**src/source/rs5_pkg.sv**
```systemverilog
package RS5_pkg;

////////////////////
// Widths
////////////////////

    // Data path width.
    localparam int XLEN = 32;

    // Register number width, 32 architectural registers.
    localparam int REG_ADDR_W = 5;

////////////////////
// Operations
////////////////////

    // Decoded operations reaching the back end.
    // Five bits cover the 21 encodings below.
    typedef enum logic [4:0] {
        NOP,
        ADD,
        SUB,
        AND,
        OR,
        XOR,
        SLT,
        SLL,
        SRL,
        LB,
        LBU,
        LH,
        LHU,
        LW,
        SB,
        SH,
        SW,
        MUL,
        MULH,
        MULHSU,
        MULHU
    } iType_e;

    // ISA variants.
    // RV32ZMMUL has the multiplies of RV32M but no division.
    typedef enum logic [1:0] {
        RV32I,
        RV32M,
        RV32ZMMUL
    } rv32_e;

endpackage
```
**src/source/regbank.sv**
```systemverilog
`timescale 1ns/1ps

module regbank (
    input  logic                               clk,
    input  logic                               rst_i,
    input  logic [RS5_pkg::REG_ADDR_W-1:0]     rs1_addr_i,
    input  logic [RS5_pkg::REG_ADDR_W-1:0]     rs2_addr_i,
    output logic [RS5_pkg::XLEN-1:0]           rs1_data_o,
    output logic [RS5_pkg::XLEN-1:0]           rs2_data_o,
    input  logic                               write_i,
    input  logic [RS5_pkg::REG_ADDR_W-1:0]     rd_i,
    input  logic [RS5_pkg::XLEN-1:0]           data_i
);
    import RS5_pkg::*;

    // Entries are not cleared by reset.
    logic [XLEN-1:0] regs [2**REG_ADDR_W];

    // Write at the end of retire.
    // Held off during reset, while the pipeline is flushing.
    always_ff @(posedge clk) begin
        if (!rst_i && write_i && rd_i != '0) begin
            regs[rd_i] <= data_i;
        end
    end

    // Asynchronous reads.
    // x0 always reads zero.
    assign rs1_data_o = (rs1_addr_i == '0) ? '0 : regs[rs1_addr_i];
    assign rs2_data_o = (rs2_addr_i == '0) ? '0 : regs[rs2_addr_i];

endmodule

```
**config.mk**
```make
export PLATFORM = sky130hd
export DESIGN_NAME = regbank
export DESIGN_NICKNAME = d
export VERILOG_FILES = /design/src/source/rs5_pkg.sv /design/src/source/regbank.sv
export SDC_FILE = /design/constraint.sdc
export NUM_CORES = 1
export LEC_CHECK = 0
export BUFFER_PORTS_ARGS = -buffer_cell sky130_fd_sc_hd__buf_2
export CAP_MARGIN = 20
export CORE_MARGIN = 2
export CORE_UTILIZATION = 55
export CTS_CLUSTER_SIZE = 8
export DETAILED_ROUTE_END_ITERATION = 10
export PLACE_DENSITY = 0.71
export SLEW_MARGIN = 20
export SYNTH_ARGS = -nofsm -noshare
export SYNTH_HDL_FRONTEND = slang
export SYNTH_SLANG_ARGS = --single-unit
```
**constraint.sdc**
```tcl
create_clock -name clk -period 7.71 [get_ports clk]
set_input_delay 1.542 -clock clk [delete_from_list [all_inputs] [get_ports clk]]
set_output_delay 1.542 -clock clk [all_outputs]
set_load 0.03 [all_outputs]
```
======== Yosys cells after proc, flatten, opt, wreduce, memory -nomap -nowiden ========
Memory sizes are Yosys's and may differ from the RTL's.
Cells that the tools add are included.
storage, ports and cells
  latch bits .............................. 0
  output and inout bits ................... 64
  RAM bits ................................ 1,024
  logic and storage cells ................. 11
  register bits ........................... 0
  memories ................................ 1
  ROM bits ................................ 0
memories
  memory  words  width  read ports  clocked after Yosys merged registers in  wr ports  line           text
  regs    32     32     2           0                                        1         regbank.sv:17  logic [XLEN-1:0] regs [2**REG_ADDR_W];
operators by class
  bitwise gates (word level) .............. 0
  $mul .................................... 0
  eq/ne operators ......................... 0
  mux-type cells .......................... 4
  shifts and indexed selects .............. 0
  add/sub/neg operators ................... 0
  div/mod/pow operators ................... 0
  reductions and logical operators ........ 6
  order comparisons ....................... 0
operators with widths
  operator           count
  $mux 32            2
  $logic_not 5->1    2
  $reduce_bool 5->1  1
  $logic_and 1x1->1  2
  $mux 1             2
  $logic_not 1->1    1

======== Depth between registers and ports, before layout ========
  depth after elaboration ................. 5
  mapped depth ............................ 9
  depth with buffers taken out ............ 4

======== Worst setup path before layout ========
OpenSTA, ideal clock, no wires.
  path type ............................... input port to output port
  start ................................... input rs1_addr_i[2] (netlist name)
  end ..................................... output rs1_data_o[13] (netlist name)
  buffers on the path ..................... 3
  setup slack ............................. 2.620 ns
  arrival ................................. 3.548 ns
  stages .................................. 6
  data required time ...................... 6.168 ns
  path through ............................ buf_2 -> buf_2 -> buf_1 -> mux2i_1 -> a22o_1 -> nor4_1
on the way
  longest elaborated chain between the ends .. 2
RTL lines
  element                                                  line           text
  from (decl)                                              regbank.sv:6   input logic [RS5_pkg::REG_ADDR_W-1:0] rs1_addr_i,
  $mem_v2 32x32 / $logic_not 5->1 (equally long branches)  n/a
  $mux 32 (*)                                              regbank.sv:29  assign rs1_data_o = (rs1_addr_i == '0) ? '0 : regs[rs1_addr_i];
  to (decl)                                                regbank.sv:8   output logic [RS5_pkg::XLEN-1:0] rs1_data_o,
Every way passes the cells marked *; elsewhere a longest branch is shown, timed or not.

======== Final worst setup path ========
  start ................................... input rs2_addr_i[1] (netlist name)
  end ..................................... output rs2_data_o[0] (netlist name)
on the way
  longest elaborated chain between the ends .. 2
RTL lines
  element                                                  line           text
  from (decl)                                              regbank.sv:7   input logic [RS5_pkg::REG_ADDR_W-1:0] rs2_addr_i,
  $mem_v2 32x32 / $logic_not 5->1 (equally long branches)  n/a
  $mux 32 (*)                                              regbank.sv:30  assign rs2_data_o = (rs2_addr_i == '0) ? '0 : regs[rs2_addr_i];
  to (decl)                                                regbank.sv:9   output logic [RS5_pkg::XLEN-1:0] rs2_data_o,
Marks and branches as above.

==> impl_metrics.ini <==
[global_routing]
grt_pass1_vias = 28100
antenna_found_initial = 22
grt_pass1_wl_um = 206000
grt_max_degree = 93
grt_overflow = 0
grt_usage_pct = 33.3

[worst_hold_path]
hold_path.class = in2reg
worstHoldStart = data_i[25]

[yosys]
ys.flop_type = edfxtp_1
ys_top_cells_by_area = edfxtp_1 65%, mux4_2 20%, mux2i_1 4.6%, a22o_1 1.2%, a2111oi_2 0.79%
yosysWarnings = 0
ys_ff_latch = 1024
synth.distinct_cells = 44
synthCells = 2369
synth-async-reset-ratio_pct = 0
syn_area_sq_um = 47200
synth_top_area_share_pct = 65.1
synth_enable_flop_cells = 1024
yosysMostFrequentCell = edfxtp_1
yosys-top-cells-count = 1024 x edfxtp_1, 418 x mux4_2, 217 x mux2i_1
synth_area_leader_cell = edfxtp_1
syn-mean-instance-area_sq_um = 19.9
seq_area_frac_synth_pct = 65.1

[worst_setup_path]
cp_num_buf_inv = 3
cp.arrival_ps = 4990
path_max_fanout = 32
crit_cells = 7
cp-endpoint = rs2_data_o[0]
path_class = in2out
slowest_delay_ps = 910
cp-end-kind = output port
required_ps = 6170
cp-start-kind = primary input
cp_slowest_cell = or3b_2
cp_cell_sequence = buf_4 -> or3b_2 -> buf_4 -> o22ai_1 -> a2111oi_0 -> nor3_1 -> buf_2
critPathLaunch = rs2_addr_i[1]
critPathMostFrequentCell = buf_4
crit_family = simple AND/OR/NAND/NOR gates

[placed_design]
place.gp.congestion = 0.855
numPortBuffers = 113
dpl.hpwl_um = 82600
place_ws_ps = 1310

[routing]
drtAntennaViolNets = 0
firstDrtPassIters = 8
wl_per_cell_um = 39.4
drt_iter0_markers = 4841
drt_wl_total_um = 146000
vias = 28000
drcViolationCount = 0
via_per_inst = 7.53

[cts]
cts_buffers = 146
clockBufferDepth = 3
hold_buffers = 0
post_cts_buffers = 0
htree_num_levels = 4
clock-sinks = 1024
root_buffer = clkbuf_16
tritoncts = built
cts.repair.resized = 0
path_clk_slew_ps = 50

[finish]
max_flop_register = regs
nFillCells = 5797
finish.utilization_pct = 62.6
syn_to_final_growth_pct = 12.9
seqCellArea_sq_um = 30700
fin_nets = 2598
largest_reg_flops = 1024
final_layout_size_suffix_gt1_share_pct = 33.3
top_regs = regs: 1024 flops
multi_input_area_sq_um = 15700

[sta]
rsz0062_at_grt = false
max_freq_ghz = 0.153
period_needed_ps = 6530
finalMaxSlewViolations = 0
finalSetupViolations = 0
fin_ws_ps = 1180
finalCritPeriodShare_pct = 84.7
hold_viol = 0
relSlewSlack_pct = 23.1
tns_ps = 0
worstMarginPinSlew_ps = 1140
worst_hold_slack_ps = 1310

[power_and_ir_drop]
p_total_mw = 13.0
peakVddDrop_uv = 191
p_sw_share_pct = 23.0
seqPwrFrac_pct = 47.8
leakage_nw = 17.5
switchingPower_mw = 2.98
clkPwrFrac_pct = 43.5
power_density_nw_per_um2 = 244
comb_power_share_pct = 8.7
internal_power_mw = 10.0

[outcome]
status = completed

[die]
coreArea_sq_um = 85100
fp-row-count = 107
ios = 114
die_y_um = 297
die_x_um = 297
dieArea_sq_um = 88200
initial_core_util_pct = 55.5

[run]
drv_cap = 0
[logic make-up after synthesis]
group,count (synthesis),share of synthesized area [%]
AOI/OAI and AO/OA,311,5.47
buffers and inverters,224,2.50
DFF,1024,65.1
muxes,666,25.4
other,1,0.00794
and+or+nand+nor,143,1.52
[worst min-delay path by stage]
| stage | endpoint | slack, ps | cells past startpoint |
|---|---|---|---|
| 2_1_floorplan | regs[0][0] | 1640 | 0 |
| 3_3_place_gp | regs[28][11] | 2020 | 1 |
| 3_5_place_dp | regs[0][16] | 2040 | 1 |
| 4_1_cts | regs[3][16] | 1270 | 1 |
| 5_1_grt | regs[3][16] | 1320 | 1 |
| 6_report | regs[16][25] | 1310 | 1 |
[cells in the final DEF (no fill, tap or decap), drive strengths merged, types with 5 or more instances in the layout]
cell type  netlist  layout
a2111oi         32      32
a211o           26      26
a211oi          41      41
a21oi           26      26
a221oi          27      27
a22o            67      67
buf            116     196
clkbuf          80     152
clkinv           0       7
conb             1      32
diode            0       9
edfxtp        1024    1024
inv             28      33
mux2            27      27
mux2i          217     217
mux4           422     422
nand2            5       5
nand3b           6       6
nor2            62      62
nor2b           14      14
nor3            33      33
nor4             6       6
o221ai          31      31
o22ai           59      59
[final cells by class]
type | count | share of cell area [%]
flip-flops and latches | 1024 | 57.6
multi-input cells | 1152 | 29.5
clock buffers | 152 | 7.05
well taps | 1144 | 2.68
repair buffers | 196 | 2.63
clock inverters | 12 | 0.274
inverters | 28 | 0.197
diodes | 9 | 0.0422
[stage by stage]
stage	std cells	cell area (sq um)
after floorplan	2400	47300
after CTS	3708	53300
after global placement	3542	49300
after detailed placement	3544	49400
after global routing	3711	53300
final	3717	53300
[power by group through the flow]
stage / Combinational [mW] / Clock, mW / Sequential [mW]
2_1_floorplan: 0.701 / 0 / 6.31
6_report: 1.13 / 5.65 / 6.22
3_3_place_gp: 1.08 / 0 / 6.31
5_1_grt: 1.17 / 5.92 / 6.21
3_5_place_dp: 1.10 / 0 / 6.32
4_1_cts: 1.11 / 5.69 / 6.21
[layer usage]
layer  vias up  global-route usage (%)  part of all wire (%)
li1      10600                       -                     -
met1     14600                    46.4                    36
met2      2324                    49.3                    45
met3       416                    10.2                    14
met4        14                    14.4                   4.6
met5         -                       0                 0.059
Power figures use the tool's default switching activity.
