<file path="src/source/rs5_pkg.sv">
package RS5_pkg;

////////////////////
// Widths
////////////////////

    // Data path width.
    localparam int XLEN = 32;

    // Register number width, 32 architectural registers.
    localparam int REG_ADDR_W = 5;

////////////////////
// Operations
////////////////////

    // Decoded operations reaching the back end.
    // Five bits cover the 21 encodings below.
    typedef enum logic [4:0] {
        NOP,
        ADD,
        SUB,
        AND,
        OR,
        XOR,
        SLT,
        SLL,
        SRL,
        LB,
        LBU,
        LH,
        LHU,
        LW,
        SB,
        SH,
        SW,
        MUL,
        MULH,
        MULHSU,
        MULHU
    } iType_e;

    // ISA variants.
    // RV32ZMMUL has the multiplies of RV32M but no division.
    typedef enum logic [1:0] {
        RV32I,
        RV32M,
        RV32ZMMUL
    } rv32_e;

endpackage
</file>
<file path="src/source/retire.sv">
`timescale 1ns/1ps

module retire #(
    parameter RS5_pkg::rv32_e RV32 = RS5_pkg::RV32M
) (
    input  logic                               clk,
    input  logic                               valid_i,
    input  RS5_pkg::iType_e                    operation_i,
    input  logic [RS5_pkg::REG_ADDR_W-1:0]     rd_i,
    input  logic [RS5_pkg::XLEN-1:0]           result_i,
    input  logic [2*RS5_pkg::XLEN-1:0]         mul_result_i,
    input  logic [2*RS5_pkg::XLEN-1:0]         mulh_result_i,
    input  logic [2*RS5_pkg::XLEN-1:0]         mulhsu_result_i,
    input  logic [RS5_pkg::XLEN-1:0]           mem_data_i,
    output logic                               regbank_valid_o,
    output logic [RS5_pkg::REG_ADDR_W-1:0]     regbank_rd_o,
    output logic [RS5_pkg::XLEN-1:0]           regbank_data_o
);
    import RS5_pkg::*;

    logic [7:0]      load_byte;
    logic [15:0]     load_half;
    logic [XLEN-1:0] load_data;

////////////////////
// Load alignment
////////////////////

    // Lane picked by the low bits of the byte address.
    assign load_byte = mem_data_i[{result_i[1:0], 3'b000} +: 8];
    assign load_half = mem_data_i[{result_i[1], 4'b0000} +: 16];

    always_comb begin
        case (operation_i)
            LB:      load_data = {{(XLEN-8){load_byte[7]}}, load_byte};
            LBU:     load_data = {{(XLEN-8){1'b0}}, load_byte};
            LH:      load_data = {{(XLEN-16){load_half[15]}}, load_half};
            LHU:     load_data = {{(XLEN-16){1'b0}}, load_half};
            default: load_data = mem_data_i;
        endcase
    end

////////////////////
// Write-back
////////////////////

    if (RV32 == RV32M || RV32 == RV32ZMMUL) begin : gen_mul_wb
        always_comb begin
            case (operation_i)
                LB, LBU, LH, LHU, LW: regbank_data_o = load_data;
                // Low half is the same for every signedness.
                MUL:     regbank_data_o = mul_result_i[XLEN-1:0];
                MULHU:   regbank_data_o = mul_result_i[2*XLEN-1:XLEN];
                MULH:    regbank_data_o = mulh_result_i[2*XLEN-1:XLEN];
                MULHSU:  regbank_data_o = mulhsu_result_i[2*XLEN-1:XLEN];
                default: regbank_data_o = result_i;
            endcase
        end
    end else begin : gen_base_wb
        // Without multiplies, execute already gave zero.
        assign regbank_data_o = (operation_i inside {LB, LBU, LH, LHU, LW})
                              ? load_data
                              : result_i;
    end

    // Stores and NOP write nothing; x0 is never written.
    assign regbank_valid_o = valid_i && (rd_i != '0)
                           && !(operation_i inside {NOP, SB, SH, SW});
    assign regbank_rd_o    = rd_i;

    // Operation issued upstream must still be a defined encoding here.
    a_known_operation: assert property (@(posedge clk)
        valid_i |-> !$isunknown(operation_i) && operation_i <= MULHU);

endmodule

</file>
<file path="config.mk">
export PLATFORM = sky130hd
export DESIGN_NAME = retire
export DESIGN_NICKNAME = d
export VERILOG_FILES = /design/src/source/rs5_pkg.sv /design/src/source/retire.sv
export SDC_FILE = /design/constraint.sdc
export NUM_CORES = 1
export LEC_CHECK = 0
export BUFFER_PORTS_ARGS = -buffer_cell sky130_fd_sc_hd__buf_2
export CORE_AREA = 4 4 118 120
export DETAILED_ROUTE_END_ITERATION = 7
export DIE_AREA = 0 0 122 124
export GPL_TIMING_DRIVEN = 0
export SYNTH_ARGS = -nofsm -noshare
export SYNTH_HDL_FRONTEND = slang
export SYNTH_SLANG_ARGS = --single-unit
</file>
<file path="constraint.sdc">
create_clock -name vclk -period 1.85
set_input_delay 0.0925 -clock vclk [all_inputs]
set_output_delay 0.0925 -clock vclk [all_outputs]
set_load 0.01 [all_outputs]
</file>
# After elaboration in Yosys (flattened, before gate mapping)
# Index checks and enable logic that the tools add are counted.
classes:
  eq_ne: 12
  shift: 2
  muxes: 2
  reduce_logical: 7
ops:
  columns: ["op", "count"]
  rows:
  - ["$pmux W32 S5", 1]
  - ["$pmux W32 S4", 1]
  - ["$eq A5 B4 Y1 const B", 7]
  - ["$shiftx A32 B6 Y16", 1]
  - ["$shiftx A32 B6 Y8", 1]
  - ["$eq A5 B5 Y1 const B", 5]
  - ["$logic_not A5 Y1", 1]
  - ["$reduce_bool A5 Y1", 1]
  - ["$reduce_or A5 Y1", 1]
  - ["$reduce_bool A4 Y1", 1]
  - ["$logic_and A1 B1 Y1", 2]
  - ["$logic_not A1 Y1", 1]
word_totals:
  register_bits: 0
  inputBits: 268
  out_inout_bits: 38
  wordCells: 23

# Logic depth before layout (Yosys ltp)
# Gate-level depths: netlist of run 1.
logic_depth:
  depth_word: 4
  depth_mapped: 8
  ltp_nobuf: 4

# Worst setup path before layout of run 1
# No wires, ideal clock.
synth_path:
  path_type: "input -> output"
  start: "input result_i[0] in the netlist's numbering"
  end: "output regbank_data_o[16] in the netlist's numbering"
  arrival_ns: 1.461
  t_required_ns: 1.757
  setup_slack_ns: 0.296
  stages: 6
  n_path_buf: 2
  cell_sequence: "buf_6 > mux4_2 > o21bai_4 > a211oi_4 > buf_6 > a221o_1"
synth_between:
  elab_chain_len: 3
synth_lines:
  columns: ["element", "line", "rtl"]
  rows:
  - ["from (decl)", "retire.sv:10", "input logic [RS5_pkg::XLEN-1:0] result_i,"]
  - ["$shiftx A32 B6 Y8", "retire.sv:30", "assign load_byte = mem_data_i[{result_i[1:0], 3'b000} +: 8];"]
  - ["$pmux W32 S4", "retire.sv:34", "case (operation_i)"]
  - ["$pmux W32 S5", "retire.sv:49", "case (operation_i)"]
  - ["to (decl)", "retire.sv:17", "output logic [RS5_pkg::XLEN-1:0] regbank_data_o"]
# No other way between the ends.

# Worst setup path after layout of run 1
layout_path:
  start: "input operation_i[3]"
  end: "output regbank_data_o[0] in the netlist's numbering"
layout_between:
  elab_chain_len: 3
  elab_cells_between_ends: 12
  cone_classes: "9 x eq/ne; 2 x mux; 1 x reduce/logical"
layout_lines:
  columns: ["element", "line", "rtl"]
  rows:
  - ["from (decl)", "retire.sv:8", "input RS5_pkg::iType_e operation_i,"]
  - ["$eq A5 B4 Y1, on equally long branches", "retire.sv:34, retire.sv:49", null]
  - ["$pmux W32 S4 or $reduce_or A5 Y1 (tied branches)", "retire.sv:34, retire.sv:49", null]
  - ["$pmux W32 S5 (*)", "retire.sv:49", null]
# Mark *: on every way between the ends. The rest lies on a longest branch, timed or not.

==> results of run 1 <==
-- how the worst min path moves through the flow --
| stage | start | endpoint | cells after the start |
|---|---|---|---|
| after global placement | mul_result_i[37] | regbank_data_o[5] | 4 |
| after floorplan | valid_i | regbank_valid_o | 2 |
| after CTS | mul_result_i[37] | regbank_data_o[5] | 4 |
| final | rd_i[4] | regbank_rd_o[4] | 3 |
| after global routing | rd_i[4] | regbank_rd_o[4] | 3 |
| after detailed placement | mul_result_i[37] | regbank_data_o[5] | 4 |
-- logic make-up (layout without fill, tap and decap cells) --
group                     count (synthesis)  count (layout)  synth area share, %
AOI/OAI and AO/OA                       128             128                 39.6
and+or+nand+nor                         115             115                 25.3
muxes                                    49              49                 24.5
buffers and inverters                    47             299                 9.92
xor gates and xnor gates                  2               2                0.678
other                                     0               1                    0
-- placed cells by master, fill, tap and decap left out, types with 6 or more instances in the layout --
cell type  netlist  layout
o211ai_1         7       7
mux2i_1         27      27
a221o_1         29      29
nor2_1          24      22
buf_4            9      30
o22ai_1          6       6
nand2b_1         8       8
buf_2           19     244
o21a_1           6       6
buf_6            3       8
mux4_1           7       7
or3_1           16      15
a21oi_1         23      23
nand2_1         14      14
nor2b_1         12      12
nor4_1          11       7
a22oi_1          7       7
o21ai_0         16      16
inv_1            7       7
mux2_2          14      14
-- layer usage --
| layer | global-route usage, % | routed length (um) | share of wire (%) | vias to the layer above |
|---|---|---|---|---|
| met5 | 0 | 13 | 0.083 | - |
| met4 | 1.89 | 155 | 0.99 | 2 |
| met3 | 3.45 | 1600 | 10 | 12 |
| met2 | 33.5 | 7470 | 48 | 187 |
| met1 | 24.5 | 6390 | 41 | 1843 |
| li1 | - | - | - | 1878 |
-- critical path, delay by kind of cell --
family | cells | cell delay (ps)
buffers and inverters | 3 | 540
AND/OR/NAND/NOR | 2 | 710
AO/OA/AOI/OAI | 1 | 120
XOR/XNOR | 1 | 240
-- what timing repair did --
action / 4_1_cts / 5_1_grt
gates resized for setup: 40 / 32
setup buffers: 8 / 4
cloned: 0 / 1
setup endpoints to repair: 32 / 30
hold buffers: 0 / 0
pin swaps: 5 / 7
-- report_power, final --
group	total (W)	switching, W	leakage (nW)	internal [W]
clock network	0.0000000000727	0	0.00000634	0.0000000000727
logic	0.00110	0.000550	2.08	0.000547
registers	0	0	0	0
total	0.00110	0.000550	2.08	0.000547
-- layout make-up --
class                           instances  area, um^2  area share, %
Tap cell                              176         220           5.03
Inverter                                7        26.3          0.601
Antenna cell                            1        2.50         0.0572
Multi-Input combinational cell        294        2510           57.4
Buffer                                 40         318           7.26
Timing Repair Buffer                  252        1300           29.7
-- metrics by stage --
step	setup slack (ps)	hold WS (ps)	cells	TNS, ps
after floorplan	296	276	341	0
after global placement	-403	481	756	-4150
after detailed placement	-402	482	756	-4070
after CTS	6.31	482	764	0
after global routing	-37.5	491	769	-82.3
final	39.1	479	770	0
==> impl_metrics.env, run 1 <==
export IMPL_fin_util_pct=33.7
export IMPL_maxSlewViolCount=0
export IMPL_grt_ovfl_total=0
export IMPL_ant_nets=0
export IMPL_setup_crit_end_kind="primary output"
export IMPL_report_final_hold_viol_count=0
export IMPL_grt_usage_pct=18.8
export IMPL_fmax_mhz=552
export IMPL_arrival_ps=1720
export IMPL_first_global_vias=3942
export IMPL_path_common_cell="buf_2"
export IMPL_die_area_um2=15100
export IMPL_growth_of_design_area_from_synthesis_to_finish_pct=69.3
export IMPL_post_synth_top_count_cell="a221o_1"
export IMPL_route_detailed_wl_per_inst_um=20.3
export IMPL_num_fill_cells=1467
export IMPL_placed_cell_area_um2=4000
export IMPL_final_critical_path_required_period_ps=1810
export IMPL_crit_path_cell_trace="buf_2, xnor2_2, or2_2, buf_2, nor4_4, o211ai_1, buf_2"
export IMPL_setup_violations=0
export IMPL_drcViolationCount=0
export IMPL_timing_worst_slew_pin_value_ps=603
export IMPL_syn_area_per_cell_um2=7.58
export IMPL_most_used_standard_cells_in_the_synthesized_netlist="a221o_1 (29), mux2i_1 (27), nor2_1 (24)"
export IMPL_ys_seq_area_share_pct=0
export IMPL_period_utilization_post_route_pct=97.9
export IMPL_power_density_cell_area_nw_per_um2=251
export IMPL_hold_path_class="primary input to primary output"
export IMPL_die_h_um=124
export IMPL_drt_vias_per_instance=5.09
export IMPL_cp_slowest_stage_delay_ps=370
export IMPL_finalPower_w=0.00110
export IMPL_worstSetupEndpoint="regbank_data_o[0]"
export IMPL_power_leakage_nw=2.08
export IMPL_dr_total_vias=3922
export IMPL_finalWirelength_um=15600
export IMPL_outcome="completed"
export IMPL_synth_top_cells_by_area="a221o_1 (11%), mux2i_1 (10%), mux4_1 (7.1%)"
export IMPL_synthCells=341
export IMPL_worstPathRequired_ps=1760
export IMPL_grt_setup_unrepaired="true"
export IMPL_place_detailed_hpwl_um=13200
export IMPL_peakVddDrop_v=0.0000817
export IMPL_cp_startpoint="operation_i[3]"
export IMPL_synth_warning_count=0
export IMPL_post_synth_instance_area_um2=2580
export IMPL_cp_slowest_cell="nor4_4"
export IMPL_grt_antenna_before_repair=1
export IMPL_grt_start_max_net_pins=11
export IMPL_drv_cap=0
export IMPL_headroom_to_the_max_slew_limit_pct=59.8
export IMPL_final_cell_area_um2=4380
export IMPL_die_w_um=122
export IMPL_synth_top_cell_area_share_pct=11.2
export IMPL_gp_congestion=0.871
export IMPL_drt_iter0_drc=190
export IMPL_worstSetupPathType="primary input to primary output"
export IMPL_clkbuf_count=0
export IMPL_start_kind="primary input"
export IMPL_core_area_um2=13000
export IMPL_design_final_nets=863
export IMPL_core_rowCount=42
export IMPL_seq_cells=0
export IMPL_syn_num_nets=609
export IMPL_floorplan_initialDensity_pct=19.9
export IMPL_first_pass_iters=4
export IMPL_crit_path_max_fanout=10
export IMPL_synth_cell_types=53
export IMPL_ios=306
export IMPL_area_used_by_sequential_logic_in_the_layout_um2=0
export IMPL_buffer_ports_inserted=239
export IMPL_synth_top_area_cell="a221o_1"
export IMPL_final_layout_size_suffix_gt1_share_pct=58.7
export IMPL_global_route_wire_length_before_repair_um=22100
No activity file was read; power rests on OpenSTA's default activity.
==> run 2: changes to the inputs <==
==> constraint.sdc (replaced) <==
create_clock -name vclk -period 1.85
set_input_delay 0.2775 -clock vclk [all_inputs]
set_output_delay 0.2775 -clock vclk [all_outputs]
set_load 0.01 [all_outputs]
==> impl_metrics.env, run 2 (synthesis gave the netlist of run 1 again) <==
export IMPL_drt_vias_per_instance=5.13
export IMPL_worstSetupPathType="primary input to primary output"
export IMPL_buffer_ports_inserted=239
export IMPL_timing_hold_worst_endpoint="regbank_rd_o[1]"
export IMPL_area_used_by_sequential_logic_in_the_layout_um2=0
export IMPL_arrival_ps=1870
export IMPL_growth_of_design_area_from_synthesis_to_finish_pct=93.6
export IMPL_most_common_layout_cells="buf_2 (232), buf_4 (41), a221o_1 (29)"
export IMPL_fmax_mhz=466
export IMPL_num_fill_cells=1403
export IMPL_placedCellCount=756
export IMPL_die_w_um=122
export IMPL_grt_usage_pct=19.3
export IMPL_setup_violations=32
export IMPL_headroom_to_the_max_slew_limit_pct=66.7
export IMPL_fin_util_pct=38.6
export IMPL_floorplan_initialDensity_pct=19.9
export IMPL_finalSetupTns_ps=-7400
export IMPL_failed_checks="setup timing"
export IMPL_core_area_um2=13000
export IMPL_die_h_um=124
export IMPL_start_kind="primary input"
export IMPL_worstPathRequired_ps=1570
export IMPL_route_detailed_wl_per_inst_um=20.4
export IMPL_maxSlewViolCount=0
export IMPL_first_pass_iters=4
export IMPL_globalRouteMet1Util_pct=25.4
export IMPL_ant_nets=0
export IMPL_grt_met2_usage_pct=33.0
export IMPL_holdBufCountCts=0
export IMPL_clkbuf_count=0
export IMPL_final_instance_count_excl_fill=796
export IMPL_ios=306
export IMPL_multi_input_area_um2=2730
export IMPL_dr_total_vias=4086
export IMPL_hold_path_class="primary input to primary output"
export IMPL_report_final_hold_viol_count=0
export IMPL_power_leakage_nw=2.31
export IMPL_design_final_nets=889
export IMPL_min_path_cells=3
export IMPL_grt_antenna_before_repair=1
export IMPL_peakVddDrop_v=0.0000849
export IMPL_setup_crit_end_kind="primary output"
export IMPL_grt_busiest_layer="met2"
export IMPL_core_rowCount=42
export IMPL_finalWirelength_um=16200
export IMPL_place_detailed_hpwl_um=12900
export IMPL_period_utilization_post_route_pct=116
export IMPL_drv_cap=0
export IMPL_power_density_cell_area_nw_per_um2=252
export IMPL_fin_ws_ps=-296
export IMPL_hold_path_startpoint="rd_i[1]"
export IMPL_gp_congestion=0.866
export IMPL_crit_path_max_fanout=6
export IMPL_final_layout_size_suffix_gt1_share_pct=64.5
export IMPL_seq_cells=0
export IMPL_finalPower_w=0.00126
export IMPL_layout_commonest_cell="buf_2"
export IMPL_outcome="finished with violations"
export IMPL_drcViolationCount=0
export IMPL_timing_worst_slew_pin_value_ps=498
export IMPL_final_critical_path_required_period_ps=2150
export IMPL_placed_cell_area_um2=4030
export IMPL_grt_start_max_net_pins=11
export IMPL_first_global_vias=4082
export IMPL_final_cell_area_um2=5000
export IMPL_drt_iter0_drc=246
export IMPL_die_area_um2=15100
export IMPL_grt_ovfl_total=0
export IMPL_global_route_wire_length_before_repair_um=22700
export IMPL_grt_setup_unrepaired="true"
export IMPL_groute_layer_met3_usage_pct=3.95
run 2: cell types whose count changed in the layout (fill, tap and decap cells not counted), moves of 7 or more:
cell   before  now
or3_1      15    8
buf_2     244  232
buf_4      30   41
or3_4       1    8
buf_6       8   28
run 2: stage by stage:
step / hold WS [ps] / setup WS, ps
floorplan: 646 / -63.1
global placement: 841 / -683
detailed placement: 843 / -682
CTS: 843 / -243
global route: 861 / -368
finish: 842 / -296
run 2: power breakdown:
part	leakage (nW)	internal, W	total, W	switching (W)
Sequential	0	0	0	0
Combinational	2.31	0.000656	0.00126	0.000603
Clock	0.00000634	0.0000000000724	0.0000000000724	0
run 2: what timing repair did:
action                                  in CTS  in global routing
resized for setup                          120                 25
pin swaps                                   25                 30
cloned                                       5                  0
endpoints found under the setup margin      33                 33
setup buffers                               26                 13
run 2: critical path, cell delays in order:
cell and delay (ps):
buf_8 100, or3b_4 400, buf_8 140, a21oi_4 200, buf_6 180, buf_8 130
a211oi_2 60, o211ai_1 200, buf_4 170
run 2: area by class of cell:
cell class	count	share of cell area, %
antenna	1	0.0500
multi-input combinational	294	54.6
timing repair buffer	279	32.7
buffer	39	7.75
tap	176	4.40
inverter	7	0.525
run 2: layer usage:
layer / share of wire, % / wire [um]
met5: 0.043 / 7
met4: 1.6 / 262
met3: 10 / 1670
met2: 48 / 7820
met1: 40 / 6450
run 2: worst max path at each step:
stage | start | endpoint | slack [ps] | depth (start not counted)
after detailed placement | operation_i[1] | regbank_data_o[2] | -680 | 8
after global placement | operation_i[1] | regbank_data_o[2] | -680 | 8
after global routing | operation_i[0] | regbank_data_o[15] | -370 | 9
final | operation_i[0] | regbank_data_o[15] | -300 | 9
after CTS | operation_i[1] | regbank_data_o[15] | -240 | 9
after floorplan | result_i[0] | regbank_data_o[16] | -60 | 6
==> run 3: changes to the inputs <==
--- a/config.mk
+++ b/config.mk
@@ -10,6 +10,7 @@
 export DETAILED_ROUTE_END_ITERATION = 7
 export DIE_AREA = 0 0 122 124
 export GPL_TIMING_DRIVEN = 0
+export PLACE_DENSITY_LB_ADDON = 0.3
 export SYNTH_ARGS = -nofsm -noshare
 export SYNTH_HDL_FRONTEND = slang
 export SYNTH_SLANG_ARGS = --single-unit
==> impl_metrics.env, run 3 (synthesis gave the netlist of run 1 again) <==
export IMPL_grt_antenna_before_repair=1
export IMPL_drt_iter0_drc=271
export IMPL_ios=306
export IMPL_power_density_cell_area_nw_per_um2=254
export IMPL_headroom_to_the_max_slew_limit_pct=66.1
export IMPL_fmax_mhz=469
export IMPL_core_area_um2=13000
export IMPL_final_critical_path_required_period_ps=2130
export IMPL_layout_commonest_cell="buf_2"
export IMPL_multi_input_area_um2=2760
export IMPL_start_kind="primary input"
export IMPL_min_path_cells=3
export IMPL_place_detailed_hpwl_um=12800
export IMPL_maxSlewViolCount=0
export IMPL_finalSetupTns_ps=-7750
export IMPL_first_pass_iters=5
export IMPL_worstSetupPathType="primary input to primary output"
export IMPL_design_final_nets=889
export IMPL_globalRouteMet1Util_pct=25.2
export IMPL_hold_path_class="primary input to primary output"
export IMPL_setup_violations=32
export IMPL_final_instance_count_excl_fill=795
export IMPL_crit_path_cell_trace="buf_12, or3b_4, buf_12, buf_4, nor2_4, buf_8, a221o_1, a221o_1, buf_2"
export IMPL_timing_hold_worst_endpoint="regbank_rd_o[0]"
export IMPL_failed_checks="setup timing"
export IMPL_area_used_by_sequential_logic_in_the_layout_um2=0
export IMPL_dr_total_vias=4042
export IMPL_growth_of_design_area_from_synthesis_to_finish_pct=97.5
export IMPL_worstPathRequired_ps=1570
export IMPL_fin_ws_ps=-282
export IMPL_grt_setup_unrepaired="true"
export IMPL_grt_met2_usage_pct=34.4
export IMPL_core_rowCount=42
export IMPL_finalPower_w=0.00130
export IMPL_drcViolationCount=0
export IMPL_seq_cells=0
export IMPL_outcome="finished with violations"
export IMPL_cp_slowest_stage_delay_ps=410
export IMPL_grt_start_max_net_pins=11
export IMPL_grt_usage_pct=19.2
export IMPL_drv_cap=0
export IMPL_hold_path_startpoint="rd_i[0]"
export IMPL_die_w_um=122
export IMPL_grt_busiest_layer="met2"
export IMPL_period_utilization_post_route_pct=115
export IMPL_crit_path_max_fanout=9
export IMPL_grt_ovfl_total=0
export IMPL_placedCellCount=756
export IMPL_critical_path_buf_inv_count=5
export IMPL_cp_slowest_cell="or3b_4"
export IMPL_power_leakage_nw=2.34
export IMPL_gp_congestion=0.899
export IMPL_peakVddDrop_v=0.000102
export IMPL_finalWirelength_um=16300
export IMPL_insertedDiodeCount=0
export IMPL_buffer_ports_inserted=239
export IMPL_global_route_wire_length_before_repair_um=22900
export IMPL_num_fill_cells=1358
export IMPL_drt_vias_per_instance=5.08
export IMPL_holdBufCountCts=0
export IMPL_ant_nets=0
export IMPL_most_common_layout_cells="buf_2 (231), buf_4 (39), a221o_1 (29)"
export IMPL_dpl_worst_slack_ps=-734
export IMPL_report_final_hold_viol_count=0
export IMPL_route_detailed_wl_per_inst_um=20.5
export IMPL_groute_layer_met3_usage_pct=2.59
export IMPL_floorplan_initialDensity_pct=19.9
export IMPL_setup_crit_end_kind="primary output"
export IMPL_arrival_ps=1850
export IMPL_clkbuf_count=0
export IMPL_crit_family="buffers and inverters"
export IMPL_final_layout_size_suffix_gt1_share_pct=64.8
export IMPL_timing_worst_slew_pin_value_ps=507
export IMPL_first_global_vias=4033
export IMPL_die_h_um=124
export IMPL_die_area_um2=15100
==> run 3: area by class of cell <==
cell class / count / area share, %
inverter: 7 / 0.515
buffer: 40 / 8.55
timing repair buffer: 278 / 32.6
multi-input combinational: 294 / 54.0
tap: 176 / 4.31
==> run 3: how the worst max path moves through the flow <==
stage                               endpoint  slack, ps  cells after the start           start
final                     regbank_data_o[17]       -280                      9  operation_i[0]
after global routing      regbank_data_o[10]       -350                      9  operation_i[0]
after CTS                 regbank_data_o[29]       -270                      7     result_i[0]
after detailed placement   regbank_data_o[2]       -730                      8  operation_i[0]
after global placement     regbank_data_o[2]       -750                      8  operation_i[1]
after floorplan           regbank_data_o[16]        -60                      6     result_i[0]
==> run 3: metal layers <==
metal / vias up / wire [um]
met5: - / 8
met4: 2 / 220
met3: 16 / 1300
met2: 175 / 8060
met1: 1921 / 6730
li1: 1928 / -
==> run 3: through the flow <==
stage	area, um^2	utilization (%)	hold slack (ps)
3_5_place_dp	4030	31.1	846
4_1_cts	4780	36.8	846
5_1_grt	5100	39.3	865
6_report	5100	39.3	843
2_1_floorplan	2620	-	646
3_3_place_gp	4030	31.1	841
==> run 3: timing repair <==
item,4_1_cts,5_1_grt
pin swaps,24,31
endpoints found under the setup margin,33,33
gates cloned,3,4
resized for setup,121,38
setup buffers,19,14
==> run 3: power breakdown <==
part	switching, W	leakage (nW)	internal (W)
clock network	0	0	0
logic	0.000611	2.34	0.000688
registers	0	0	0
total	0.000611	2.34	0.000688
